<file path="src/common/soc_pkg.sv">
// Memory fabric shared definitions
package soc_pkg;

    // ----------------------------------------
    // Bus types
    // ----------------------------------------
    typedef logic [31:0] addr_t;
    typedef logic [63:0] data_t;
    typedef logic [7:0]  be_t;
    typedef logic [7:0]  led_t;

    // Decode targets, TGT_NONE marks an unmapped address
    typedef enum logic [2:0] {
        TGT_ROM   = 3'd0,
        TGT_CLINT = 3'd1,
        TGT_GPIO  = 3'd2,
        TGT_RAM   = 3'd3,
        TGT_NONE  = 3'd7
    } target_e;

    // ----------------------------------------
    // Memory map
    // ----------------------------------------
    localparam addr_t ROM_BASE     = 32'h0001_0000;
    localparam addr_t ROM_LENGTH   = 32'h0000_0040;
    localparam addr_t CLINT_BASE   = 32'h0200_0000;
    localparam addr_t CLINT_LENGTH = 32'h0000_C000;
    localparam addr_t GPIO_BASE    = 32'h4000_0000;
    localparam addr_t GPIO_LENGTH  = 32'h0000_1000;
    // RAM length follows the RamWords parameter
    localparam addr_t RAM_BASE     = 32'h8000_0000;

    // Register offsets inside their regions
    localparam addr_t MTIMECMP_OFFSET = 32'h0000_4000;
    localparam addr_t MTIME_OFFSET    = 32'h0000_BFF8;
    localparam addr_t LED_OFFSET      = 32'h0000_0000;
    localparam addr_t SW_OFFSET       = 32'h0000_0008;

    // Boot image, two instructions per word
    localparam data_t BOOT_IMAGE [8] = '{
        64'h0202_8293_0000_0297,
        64'h0002_8067_0182_B283,
        64'h3040_1073_0000_0013,
        64'h1050_0073_0080_0093,
        64'hFFDF_F06F_0010_8093,
        64'h0000_0000_8000_0000,
        64'hDEAD_BEEF_CAFE_F00D,
        64'h0123_4567_89AB_CDEF
    };

endpackage

</file>
<file path="src/common/mem_bus_if.sv">
// Single-beat memory bus
`timescale 1ns/1ps

interface mem_bus_if import soc_pkg::*; ();

    logic  req;
    logic  we;
    addr_t addr;    // offset inside the target region
    data_t wdata;
    be_t   be;
    data_t rdata;   // registered by the target, one cycle after req

    modport ctrl (
        output req,
        output we,
        output addr,
        output wdata,
        output be,
        input  rdata
    );

    modport target (
        input  req,
        input  we,
        input  addr,
        input  wdata,
        input  be,
        output rdata
    );

endinterface

</file>
<file path="src/clint/clint_timer.sv">
// Core-local timer
`timescale 1ns/1ps

module clint_timer import soc_pkg::*; (
    input  logic clk,
    input  logic ndmreset_n,
    mem_bus_if.target bus_i,
    output logic timer_irq_o
);

    logic  rtc_q;
    data_t mtime_q;
    data_t mtimecmp_q;
    logic  wr_mtime;
    logic  wr_mtimecmp;

    // Replace only the enabled bytes of a register
    function automatic data_t merge_bytes(data_t old_v, data_t new_v, be_t be);
        data_t res;
        res = old_v;
        for (int i = 0; i < 8; i++) begin
            if (be[i]) begin
                res[8*i +: 8] = new_v[8*i +: 8];
            end
        end
        return res;
    endfunction

    assign wr_mtime    = bus_i.req && bus_i.we && (bus_i.addr == MTIME_OFFSET);
    assign wr_mtimecmp = bus_i.req && bus_i.we && (bus_i.addr == MTIMECMP_OFFSET);

    // ----------------------------------------
    // RTC tick and counters
    // ----------------------------------------
    always_ff @(posedge clk or negedge ndmreset_n) begin
        if (!ndmreset_n) begin
            rtc_q      <= 1'b0;
            mtime_q    <= '0;
            mtimecmp_q <= '1;
        end else begin
            rtc_q <= ~rtc_q;
            // Bus write wins over the count
            if (wr_mtime) begin
                mtime_q <= merge_bytes(mtime_q, bus_i.wdata, bus_i.be);
            end else if (!rtc_q) begin
                mtime_q <= mtime_q + 64'd1;
            end
            if (wr_mtimecmp) begin
                mtimecmp_q <= merge_bytes(mtimecmp_q, bus_i.wdata, bus_i.be);
            end
        end
    end

    always_ff @(posedge clk) begin
        if (bus_i.req && !bus_i.we) begin
            case (bus_i.addr)
                MTIME_OFFSET:    bus_i.rdata <= mtime_q;
                MTIMECMP_OFFSET: bus_i.rdata <= mtimecmp_q;
                default:         bus_i.rdata <= '0;
            endcase
        end
    end

    assign timer_irq_o = (mtime_q >= mtimecmp_q);

endmodule

</file>
<file path="src/flat_wrapper.sv">
// flat-port wrapper written by rule: the top's interface ports become plain ports
module clint_timer_flat import soc_pkg::*;
  (clk, ndmreset_n, timer_irq_o, bus_i_req, bus_i_we, bus_i_addr, bus_i_wdata, bus_i_be, bus_i_rdata);
  mem_bus_if bus_i_i ();
  input  logic clk;
  input  logic ndmreset_n;
  output logic timer_irq_o;
  input wire logic [$bits(bus_i_i.req)-1:0] bus_i_req;
  input wire logic [$bits(bus_i_i.we)-1:0] bus_i_we;
  input wire logic [$bits(bus_i_i.addr)-1:0] bus_i_addr;
  input wire logic [$bits(bus_i_i.wdata)-1:0] bus_i_wdata;
  input wire logic [$bits(bus_i_i.be)-1:0] bus_i_be;
  output wire logic [$bits(bus_i_i.rdata)-1:0] bus_i_rdata;
  assign bus_i_i.req = bus_i_req;
  assign bus_i_i.we = bus_i_we;
  assign bus_i_i.addr = bus_i_addr;
  assign bus_i_i.wdata = bus_i_wdata;
  assign bus_i_i.be = bus_i_be;
  assign bus_i_rdata = bus_i_i.rdata;
  clint_timer u_core (.clk(clk), .ndmreset_n(ndmreset_n), .bus_i(bus_i_i), .timer_irq_o(timer_irq_o));
endmodule
</file>
<file path="config.mk">
export PLATFORM = sky130hd
export DESIGN_NAME = clint_timer_flat
export DESIGN_NICKNAME = d
export VERILOG_FILES = /design/src/common/soc_pkg.sv /design/src/common/mem_bus_if.sv /design/src/clint/clint_timer.sv /design/src/flat_wrapper.sv
export SDC_FILE = /design/constraint.sdc
export NUM_CORES = 1
export LEC_CHECK = 0
export BUFFER_PORTS_ARGS = -buffer_cell sky130_fd_sc_hd__buf_2
export CAP_MARGIN = 0
export CORE_UTILIZATION = 62
export CTS_CLUSTER_DIAMETER = 50
export DETAILED_ROUTE_END_ITERATION = 7
export PLACE_DENSITY = 0.87
export SETUP_SLACK_MARGIN = 0.1
export SLEW_MARGIN = 20
export SYNTH_ARGS = -nofsm -noshare
export SYNTH_HDL_FRONTEND = slang
export SYNTH_SLANG_ARGS = --single-unit
</file>
<file path="constraint.sdc">
create_clock -name clk -period 6.6 [get_ports clk]
set_input_delay 0.66 -clock clk [delete_from_list [all_inputs] [get_ports clk]]
set_output_delay 0.66 -clock clk [all_outputs]
set_load 0.01 [all_outputs]
</file>
# Yosys cells after proc, flatten, opt, wreduce, memory -nomap -nowiden
# Cells that the tools add are included.
# Widths: inputs -> output; s select.
[word_totals]
mem_bits_ro = 0
mem_bits_rw = 0
word_cells = 64
ff_bits = 193
latchBits = 0
memories = 0
[op_classes]
n_eq_ne = 11
n_shift = 0
mux = 11
add_sub_neg = 1
order_cmp = 1
div = 0
n_reduce_logical = 21
multipliers = 0
bitwise = 1
[ops]
columns = ["operator", "n"]
rows = [
  ["$mux 64", 2],
  ["$pmux 64 s2", 1],
  ["$add 64x1->64 const B", 1],
  ["$ge 64x64->1", 1],
  ["$mux 8", 8],
  ["$eq 32x15->1 const B", 1],
  ["$eq 32x16->1 const B", 1],
  ["$reduce_and 2->1", 16],
  ["$ne 2x2->1 const B", 9],
  ["$logic_and 1x1->1", 4],
  ["$logic_not 1->1", 1],
  ["$not 1->1", 1],
]

# Longest topological paths before layout
# Gate-level depths: netlist (run 1).
[depth]
depth_word = 4
mapped_depth = 10

# Worst setup path after synthesis (run 1)
# No wires, ideal clock.
[synth_timing]
path_kind = "input-to-reg"
startpoint = "in bus_i_we"
endpoint = "reg u_core.bus_i.rdata[0] (enable)"
t_arrival_ps = 3522
slack_ps = 2583
setup_ps = 495
path_stages = 1
cell_sequence = "nor2b_1"
[synth_via]
elab_chain_len = 2
[synth_rtl]
columns = ["element", "line_no", "text"]
rows = [
  ["from (decl)", "flat_wrapper.sv:9", "input wire logic [$bits(bus_i_i.we)-1:0] bus_i_we;"],
  ["$logic_not 1->1", "clint_timer.sv:55", "if (bus_i.req && !bus_i.we) begin"],
  ["$logic_and 1x1->1", "clint_timer.sv:55", ""],
  ["to (signal assigned)", "clint_timer.sv:57", "MTIME_OFFSET: bus_i.rdata <= mtime_q;"],
  ["to (signal assigned)", "clint_timer.sv:58", "MTIMECMP_OFFSET: bus_i.rdata <= mtimecmp_q;"],
  ["to (decl)", "mem_bus_if.sv:28", "output rdata"],
]
# No other way between the ends.
# A chain may end at the register's enable or synchronous reset.

# Final worst setup path (run 1)
[layout_timing]
startpoint = "reg u_core.mtimecmp_q[30]"
endpoint = "out timer_irq_o"
[layout_via]
elab_chain_len = 1
[layout_rtl]
columns = ["element", "line_no", "text"]
rows = [
  ["from (decl)", "clint_timer.sv:13", "data_t mtimecmp_q;"],
  ["from (signal assigned)", "clint_timer.sv:49", "mtimecmp_q <= merge_bytes(mtimecmp_q, bus_i.wdata, bus_i.be);"],
  ["$ge 64x64->1", "clint_timer.sv:64", "assign timer_irq_o = (mtime_q >= mtimecmp_q);"],
  ["to (decl)", "flat_wrapper.sv:7", "output logic timer_irq_o;"],
]
# No other way between the ends.

==> results.py, run 1 <==
metrics = {
    "global_route": {
        "gr-total-overflow": 0,
        "track_usage": 0.342,
        "grt_pass1_vias": 9413,
        "antenna_found_initial": 0,
        "grt_pass1_wl_um": 48300,
        "grt_max_degree": 72,
    },
    "worst_setup_path": {
        "end_kind": "output port",
        "crit_fanout": 3,
        "reg2reg_setup_slack_ns": 3.47,
        "worstSetupEndpoint": "timer_irq_o",
        "path_class": "flip-flop to output port",
        "startpoint_type": "flip-flop",
        "cp.arrival_ns": 3.12,
        "cp-startpoint": "u_core.mtimecmp_q[30]",
        "cp.required_ns": 5.94,
        "worst_r2r_endpoint": "u_core.mtime_q[55]",
        "r2r_cells": 6,
        "r2r-start": "u_core.mtime_q[35]",
    },
    "finish": {
        "antennaDiodeCount": 0,
        "area_delta_synth_final_pct": 15.3,
        "nNetsFinal": 1413,
        "filler_cell_count": 1182,
        "drive_above_1_share": 0.289,
    },
    "route": {
        "first_iter_violations": 1250,
        "first_pass_iters": 8,
        "vias_per_cell": 6.65,
        "avgRoutedWirePerCell_um": 20.4,
        "ant_nets": 0,
        "vias": 9832,
        "drc_errors": 0,
        "drt-total-wl_um": 30100,
    },
    "synth": {
        "synth.most_common_cell": "nand2_1",
        "synth_nets": 1253,
        "synthAdderAreaFrac": 0.0738,
        "synth_top_cell_area_share": 0.174,
        "synth_compound_area_frac": 0.166,
        "synthMuxAreaShare": 0.0653,
        "synth_top_family_by_area": "simple AND/OR/NAND/NOR gates",
        "synth-xor-area-share": 0,
        "ys.flop_type": "dfrtp_1",
        "synth_warnings": 0,
        "synth_edf_count": 64,
        "ys_seq_area_frac": 0.475,
        "synth-seq-cells": 193,
        "yosys.area_share.simple": 0.178,
        "syn_area_per_cell_sq_um": 10.2,
        "synth.distinct_cells": 65,
        "netlist.top_cell.by_area": "edfxtp_1",
        "yosys-top-cells-area": "edfxtp_1 (17%), dfstp_2 (15%), dfrtp_1 (15%)",
        "synth-async-reset-ratio": 0.668,
        "syn_inst": 1080,
        "syn-cell-area_sq_um": 11000,
        "synthTopCellsByCount": "nand2_1 (89), inv_1 (79), nor2_1 (73)",
    },
    "sta": {
        "maxSlewHeadroom": 0.382,
        "worst_pin_slew_ns": 0.928,
        "fmax_ghz": 0.265,
        "hold_viol_final": 0,
        "period_share": 0.572,
        "setup_violations": 0,
        "rsz0062_at_grt": "false",
        "skew_ns": 0.00927,
        "drv_slew": 0,
        "holdWs_ns": 0.371,
        "setup_tns_ns": 0,
        "period_minus_slack_ns": 3.78,
    },
    "outcome": {
        "run_status": "finished, final reports clean",
    },
    "clock_tree": {
        "clockRootBuffer": "clkbuf_16",
        "cts_max_path_buffers": 2,
        "htreeDepth": 4,
        "clock-sinks": 193,
        "cts_tree": "done",
        "cts-hold-fix-buffers": 0,
        "clkTransAtPathRegs_ns": 0.07,
        "clk_latency_ns": 0.44,
        "cts_setup_buffers": 0,
        "cts_resized": 0,
        "cts-buffers-inserted": 17,
    },
    "pwr": {
        "ir_drop_mv": 0.191,
        "power_density_nw_per_um2": 190,
        "p_leak_nw": 5.10,
    },
    "floorplan": {
        "die_h_um": 135,
        "core_sq_um": 17400,
        "dieArea_sq_um": 18300,
        "pin_count": 173,
        "start_util": 0.635,
        "rows": 48,
        "die_x_um": 135,
    },
    "job": {
        "drv_cap": 0,
    },
    "worst_hold_path": {
        "hp-class": "primary input to async pin",
    },
    "placement": {
        "io_buffer_count": 172,
        "gp_congestion": 0.958,
        "hpwl_um": 21400,
    },
}
[stage by stage]
step / cells / total power [mW] / instance area (sq um) / worst slack [ns] / utilization
2_1_floorplan: 1080 / 1.30 / 11000 / 2.58 / -
3_3_place_gp: 1446 / 1.37 / 12100 / 3.01 / 0.698
3_5_place_dp: 1446 / 1.38 / 12100 / 2.89 / 0.698
4_1_cts: 1478 / 2.42 / 12700 / 2.90 / 0.732
5_1_grt: 1478 / 2.47 / 12700 / 2.66 / 0.732
6_report: 1478 / 2.41 / 12700 / 2.82 / 0.732
[registers in the layout (all words and copies together), names as in the netlist]
signal and cells:
u_core.bus_i.rdata 64, u_core.mtime_q 64, u_core.mtimecmp_q 64, u_core.rtc_q 1
[cells by family after synthesis]
group                      count (synthesis)
and+or+nand+nor                          381
AOI/OAI and AO/OA                        255
DFF                                      193
buffers and inverters                    122
adders and majority gates                 65
muxes                                     64
[worst min path at each step]
| stage | from | to | slack [ns] | cells past startpoint |
|---|---|---|---|---|
| 3_3_place_gp | u_core.mtimecmp_q[55] | u_core.mtimecmp_q[55] | 0.48 | 2 |
| 2_1_floorplan | ndmreset_n | u_core.mtime_q[0] | 0.36 | 0 |
| 3_5_place_dp | u_core.mtimecmp_q[55] | u_core.mtimecmp_q[55] | 0.49 | 2 |
| 5_1_grt | ndmreset_n | u_core.mtime_q[56] | 0.44 | 1 |
| 6_report | ndmreset_n | u_core.mtime_q[56] | 0.37 | 1 |
| 4_1_cts | ndmreset_n | u_core.mtime_q[56] | 0.39 | 1 |
[power by group]
group,total [mW],switching (mW),internal [mW]
clock network,1.06,0.455,0.603
registers,1.25,0.00309,1.25
logic,0.0979,0.0621,0.0358
total,2.41,0.520,1.89
[layout by cell type (no fill, tap or decap), drive strengths merged, types with 8 or more instances in the layout]
master / count
mux2: 63
and3: 17
ha: 65
dfrtp: 65
clkbuf: 25
a22o: 64
buf: 184
nor4: 30
nor3: 38
nand2: 89
a21oi: 63
nand3: 49
o22ai: 9
nand4: 33
edfxtp: 64
inv: 79
and2: 8
a211oi: 21
o21ai: 30
dfstp: 64
nand2b: 10
a311oi: 12
nor2: 73
[layout make-up]
| class | count | area [sq um] | share of cell area |
|---|---|---|---|
| Inverter | 79 | 297 | 0.0233 |
| Multi-Input combinational cell | 765 | 5350 | 0.421 |
| Clock inverter | 7 | 101 | 0.00797 |
| Timing Repair Buffer | 184 | 953 | 0.0750 |
| Tap cell | 225 | 282 | 0.0221 |
| Clock buffer | 25 | 497 | 0.0391 |
| Sequential cell | 193 | 5230 | 0.411 |
[critical path, cell delays in order (launching register included)]
cell and delay [ns]:
dfstp_2 0.54, inv_1 0.05, ha_1 0.32, nand4_1 0.19, nor4_1 0.60, a22oi_1 0.16, o211ai_1 0.19, a31oi_1 0.17
o221ai_1 0.29, buf_2 0.18
[routing by layer]
metal	track usage	share of wire	routed length (um)	vias to the layer above
met3	0.0816	0.10	3000	99
met4	0.144	0.037	1110	0
met5	0	0	0	-
met2	0.540	0.47	14100	573
li1	-	-	-	4416
met1	0.450	0.40	11900	4744
Power figures use the tool's default switching activity.
==> run 2, diff against run 1 <==
- CORE_UTILIZATION: 62 -> 58
- PLACE_DENSITY: 0.87 -> 0.82
- clock period: 6.6 -> 3.6 ns (I/O delays scaled with it)
==> run 2 against run 1 <==
Effect of this change:
- the flow now finishes with violations (hold timing)
- die area increased by 6.8%
- clock skew is 0.0028 ns higher
- sequential share of layout area shrank 0.34 points
- highest routed layer is now met5
- critical endpoint unchanged
- power increased by 80%
- register-to-register slack lost 2.9 ns
==> results.py, run 2 (same netlist as run 1, synthesis figures left out) <==
metrics = {
    "outcome": {
        "run_status": "finished with violations",
        "violations": "hold timing",
    },
    "worst_setup_path": {
        "reg2reg_setup_slack_ns": 0.57,
        "startpoint_type": "flip-flop",
        "r2r-start": "u_core.mtime_q[7]",
        "worst_r2r_endpoint": "u_core.mtime_q[49]",
        "crit_fanout": 7,
        "cp.required_ns": 3.24,
        "r2r_cells": 6,
        "cp.arrival_ns": 3.05,
        "path_class": "flip-flop to output port",
        "end_kind": "output port",
    },
    "clock_tree": {
        "clkTransAtPathRegs_ns": 0.07,
        "cts_max_path_buffers": 2,
        "cts-hold-fix-buffers": 0,
        "htreeDepth": 4,
        "cts_tree": "done",
        "cts-buffers-inserted": 17,
        "clockRootBuffer": "clkbuf_16",
        "clock-sinks": 193,
        "clk_latency_ns": 0.44,
    },
    "finish": {
        "antennaDiodeCount": 0,
        "final_cell_mix": "buf_2 (171), nand2_1 (89), inv_1 (79), nor2_1 (73)",
        "nNetsFinal": 1426,
        "instances_no_fill": 1500,
        "final_core_util": 0.688,
        "area_delta_synth_final_pct": 16.3,
        "filler_cell_count": 1418,
        "reg_top3": "u_core.bus_i.rdata (64), u_core.mtime_q (64), u_core.mtimecmp_q (64)",
        "final_common_cell": "buf_2",
        "drive_above_1_share": 0.298,
    },
    "global_route": {
        "gr-total-overflow": 0,
        "grt_pass1_wl_um": 48900,
        "track_usage": 0.321,
        "grt_pass1_vias": 9431,
        "antenna_found_initial": 0,
        "grt_max_degree": 77,
    },
    "route": {
        "first_pass_iters": 6,
        "vias": 9727,
        "vias_per_cell": 6.48,
        "first_iter_violations": 1096,
        "avgRoutedWirePerCell_um": 20.3,
        "drt-total-wl_um": 30500,
        "ant_nets": 0,
        "drc_errors": 0,
    },
    "placement": {
        "io_buffer_count": 172,
        "hpwl_um": 22200,
        "place_inst": 1468,
        "gp_congestion": 0.931,
    },
    "worst_hold_path": {
        "hp-class": "primary input to async pin",
    },
    "sta": {
        "setup_violations": 0,
        "period_minus_slack_ns": 3.41,
        "hold_viol_final": 15,
        "drv_slew": 0,
        "skew_ns": 0.0120,
        "fmax_ghz": 0.293,
        "setup_tns_ns": 0,
        "maxSlewHeadroom": 0.496,
        "rsz0062_at_grt": "false",
        "period_share": 0.947,
        "holdWs_ns": -0.0351,
        "worst_pin_slew_ns": 0.757,
    },
    "pwr": {
        "ir_drop_mv": 0.346,
        "p_leak_nw": 5.15,
        "power_mw": 4.33,
        "power_density_nw_per_um2": 338,
    },
    "floorplan": {
        "die_h_um": 140,
        "pin_count": 173,
        "start_util": 0.591,
        "dieArea_sq_um": 19600,
        "rows": 50,
        "die_x_um": 140,
        "core_sq_um": 18600,
    },
    "job": {
        "drv_cap": 0,
    },
}
[run 2: changes by cell type in the layout (fill, tap and decap cells not counted), moves of 2 or more]
cell        change
buf_4          +10
clkinv_4        -3
buf_12          +2
clkinv_2        +2
clkinvlp_4      +2
[run 2: worst max-delay path by stage]
stage                                from            endpoint  slack, ns
floorplan              u_core.mtime_q[13]  u_core.mtime_q[61]       0.99
CTS                     u_core.mtime_q[0]         timer_irq_o       0.21
finish                  u_core.mtime_q[0]         timer_irq_o       0.19
detailed placement   u_core.mtimecmp_q[6]         timer_irq_o       0.56
global placement     u_core.mtimecmp_q[6]         timer_irq_o       0.54
global route        u_core.mtimecmp_q[61]         timer_irq_o       0.13
[run 2: layer usage]
layer  track usage  routed length (um)  share of wire
met2         0.509               14200           0.47
met3        0.0685                2370          0.078
met4         0.125                 949          0.031
met1         0.429               12900           0.42
met5        0.0201                  53         0.0017
[run 2: critical path, stage by stage, from the launching register on]
cell and delay (ns):
dfrtp_1 0.46, inv_1 0.07, ha_1 0.28, nand2b_1 0.15
a2111oi_0 0.36, o21ai_0 0.20, a211o_1 0.39, a31oi_2 0.34
o221ai_1 0.19, buf_2 0.17
[run 2: cell type report]
type | instances | area (sq um) | share of cell area
multi-input combinational | 765 | 5360 | 0.418
sequential | 193 | 5230 | 0.408
timing repair buffer | 197 | 1080 | 0.0842
clock buffer | 24 | 482 | 0.0376
inverter | 79 | 297 | 0.0231
tap | 234 | 293 | 0.0228
clock inverter | 8 | 78.8 | 0.00615
[run 2: metrics by stage]
stage	setup slack, ns	hold slack (ns)	instance area (sq um)
2_1_floorplan	0.990	0.0644	11000
5_1_grt	0.127	0.0132	12800
3_3_place_gp	0.541	0.480	12200
6_report	0.192	-0.0351	12800
4_1_cts	0.207	0.143	12800
3_5_place_dp	0.564	0.496	12200
[run 2: report_power, final]
group | internal, mW | switching, mW
clock | 1.01 | 0.837
sequential | 2.29 | 0.00614
combinational | 0.0682 | 0.116
[run 2: what timing repair did]
| action | 4_1_cts | 5_1_grt |
|---|---|---|
| buffers inserted | 0 | 0 |
| setup endpoints to repair | 1 | 0 |
| resized for setup | 1 | 0 |
==> run 3, diff against run 2 <==
- MAX_ROUTING_LAYER: default -> met4
- SETUP_SLACK_MARGIN: 0.1 -> 0.2
- SKIP_LAST_GASP: default -> 1
==> run 3 against run 2 <==
Effect of this change:
- largest power group unchanged
- clock skew down 0.0029 ns
- die area unchanged
- via count down 0.16%
- final cell count stayed put
- sequential power about the same
- count of clock-buffer cells in the layout did not move
- fmax is 2.1% higher
- the run now ends clean
- highest routed layer is now met4
- sequential share of layout area shrank 0.20 points
- wire length up 1.7%
- critical path depth fell by 1
- utilization up 0.36 points
==> results.py, run 3 (same netlist as run 1, synthesis figures left out) <==
metrics = {
    "clock_tree": {
        "cts_max_path_buffers": 2,
        "clk_latency_ns": 0.45,
        "clock-sinks": 193,
        "cts-buffers-inserted": 17,
        "htreeDepth": 4,
        "clkTransAtPathRegs_ns": 0.07,
        "cts-hold-fix-buffers": 0,
        "cts_tree": "done",
        "clockRootBuffer": "clkbuf_16",
    },
    "finish": {
        "filler_cell_count": 1409,
        "antennaDiodeCount": 0,
        "drive_above_1_share": 0.302,
        "instances_no_fill": 1500,
        "area_delta_synth_final_pct": 16.9,
        "reg_top3": "u_core.bus_i.rdata (64), u_core.mtime_q (64), u_core.mtimecmp_q (64)",
        "nNetsFinal": 1426,
        "final_cell_mix": "buf_2 (171), nand2_1 (89), inv_1 (79), nor2_1 (73), ha_1 (65)",
        "final_common_cell": "buf_2",
    },
    "floorplan": {
        "die_h_um": 140,
        "dieArea_sq_um": 19600,
        "pin_count": 173,
        "rows": 50,
        "die_x_um": 140,
        "start_util": 0.591,
        "core_sq_um": 18600,
    },
    "route": {
        "vias": 9711,
        "drc_errors": 0,
        "first_iter_violations": 1258,
        "drt-total-wl_um": 31000,
        "first_pass_iters": 7,
        "avgRoutedWirePerCell_um": 20.6,
        "vias_per_cell": 6.47,
        "ant_nets": 0,
    },
    "sta": {
        "holdWs_ns": 0.0177,
        "fin_ws_ns": 0.262,
        "skew_ns": 0.00913,
        "period_minus_slack_ns": 3.34,
        "fmax_ghz": 0.300,
        "rsz0062_at_grt": "false",
        "setup_violations": 0,
        "drv_slew": 0,
        "period_share": 0.927,
        "hold_viol_final": 0,
        "maxSlewHeadroom": 0.439,
        "worst_pin_slew_ns": 0.842,
        "setup_tns_ns": 0,
    },
    "worst_hold_path": {
        "hp-class": "primary input to async pin",
    },
    "outcome": {
        "run_status": "finished, final reports clean",
    },
    "placement": {
        "place_inst": 1468,
        "io_buffer_count": 172,
        "hpwl_um": 22400,
        "gp_congestion": 0.948,
        "dp_slack_ns": 0.529,
    },
    "worst_setup_path": {
        "worst_r2r_endpoint": "u_core.mtime_q[55]",
        "startpoint_type": "flip-flop",
        "r2r-start": "u_core.mtime_q[10]",
        "worstSetupEndpoint": "timer_irq_o",
        "cp-startpoint": "u_core.mtimecmp_q[0]",
        "crit_fanout": 3,
        "reg2reg_setup_slack_ns": 0.53,
        "path_class": "flip-flop to output port",
        "cp.required_ns": 3.24,
        "r2r_cells": 6,
        "cp.arrival_ns": 2.98,
        "end_kind": "output port",
    },
    "global_route": {
        "grt_pass1_vias": 9370,
        "antenna_found_initial": 0,
        "grt_pass1_wl_um": 49000,
        "gr-total-overflow": 0,
        "grt_max_degree": 65,
        "track_usage": 0.333,
    },
    "pwr": {
        "power_density_nw_per_um2": 346,
        "ir_drop_mv": 0.333,
        "p_leak_nw": 5.18,
    },
    "job": {
        "drv_cap": 0,
    },
}
==> run 3: cell count changes in the layout (fill, tap and decap cells not counted), sizes merged <==
cell	previous run	this run
clkinv	2	4
bufinv	1	2
clkinvlp	4	1
==> run 3: repair_timing <==
item | in CTS | in global routing
hold endpoints to repair | 0 | 0
cloned | 0 | 0
buffers inserted | 0 | 0
pin swaps | 0 | 2
gates resized for setup | 2 | 5
endpoints found under the setup margin | 1 | 1
==> run 3: metal layers <==
layer,vias to the layer above,wire (um),track usage,share of wire
li1,4446,-,-,-
met1,4677,13200,0.434,0.43
met2,503,14400,0.513,0.46
met3,85,2450,0.0699,0.079
met4,0,970,0.123,0.031
met5,-,0,-,0
==> run 3: stage by stage <==
| stage | total power [mW] | util | instance area [sq um] |
|---|---|---|---|
| after floorplan | 2.38 | - | 11000 |
| after global placement | 2.52 | 0.656 | 12200 |
| after detailed placement | 2.53 | 0.656 | 12200 |
| after CTS | 4.47 | 0.690 | 12900 |
| after global routing | 4.57 | 0.691 | 12900 |
| final | 4.46 | 0.691 | 12900 |
==> run 3: report_power, final <==
group	internal [mW]	total (mW)	switching [mW]
combinational	0.0670	0.184	0.117
sequential	2.29	2.30	0.00560
clock	1.14	1.97	0.834
total	3.50	4.46	0.956
==> run 3: worst max-delay path, cell delays in order (launching register included) <==
cell and delay, ns:
dfstp_2 0.55, ha_1 0.22, nand2b_1 0.13, a2111oi_0 0.38
o21ai_1 0.16, a211o_1 0.43, a31oi_4 0.28, o221ai_1 0.19
buf_2 0.18
==> run 3: cell type report <==
class / instances / area, sq um / area share
Multi-Input combinational cell: 765 / 5390 / 0.418
Inverter: 79 / 297 / 0.0230
Tap cell: 234 / 293 / 0.0227
Clock inverter: 8 / 100 / 0.00777
Clock buffer: 24 / 513 / 0.0398
Timing Repair Buffer: 197 / 1060 / 0.0825
Sequential cell: 193 / 5230 / 0.406
==> run 3: how the worst min path moves through the flow <==
stage	startpoint	slack [ns]	depth (start not counted)	endpoint
3_5_place_dp	u_core.mtimecmp_q[55]	0.50	2	u_core.mtimecmp_q[55]
2_1_floorplan	ndmreset_n	0.06	0	u_core.mtime_q[0]
3_3_place_gp	u_core.mtimecmp_q[55]	0.48	2	u_core.mtimecmp_q[55]
4_1_cts	ndmreset_n	0.06	1	u_core.mtime_q[40]
5_1_grt	ndmreset_n	0.08	1	u_core.mtime_q[38]
6_report	ndmreset_n	0.02	1	u_core.mtime_q[43]
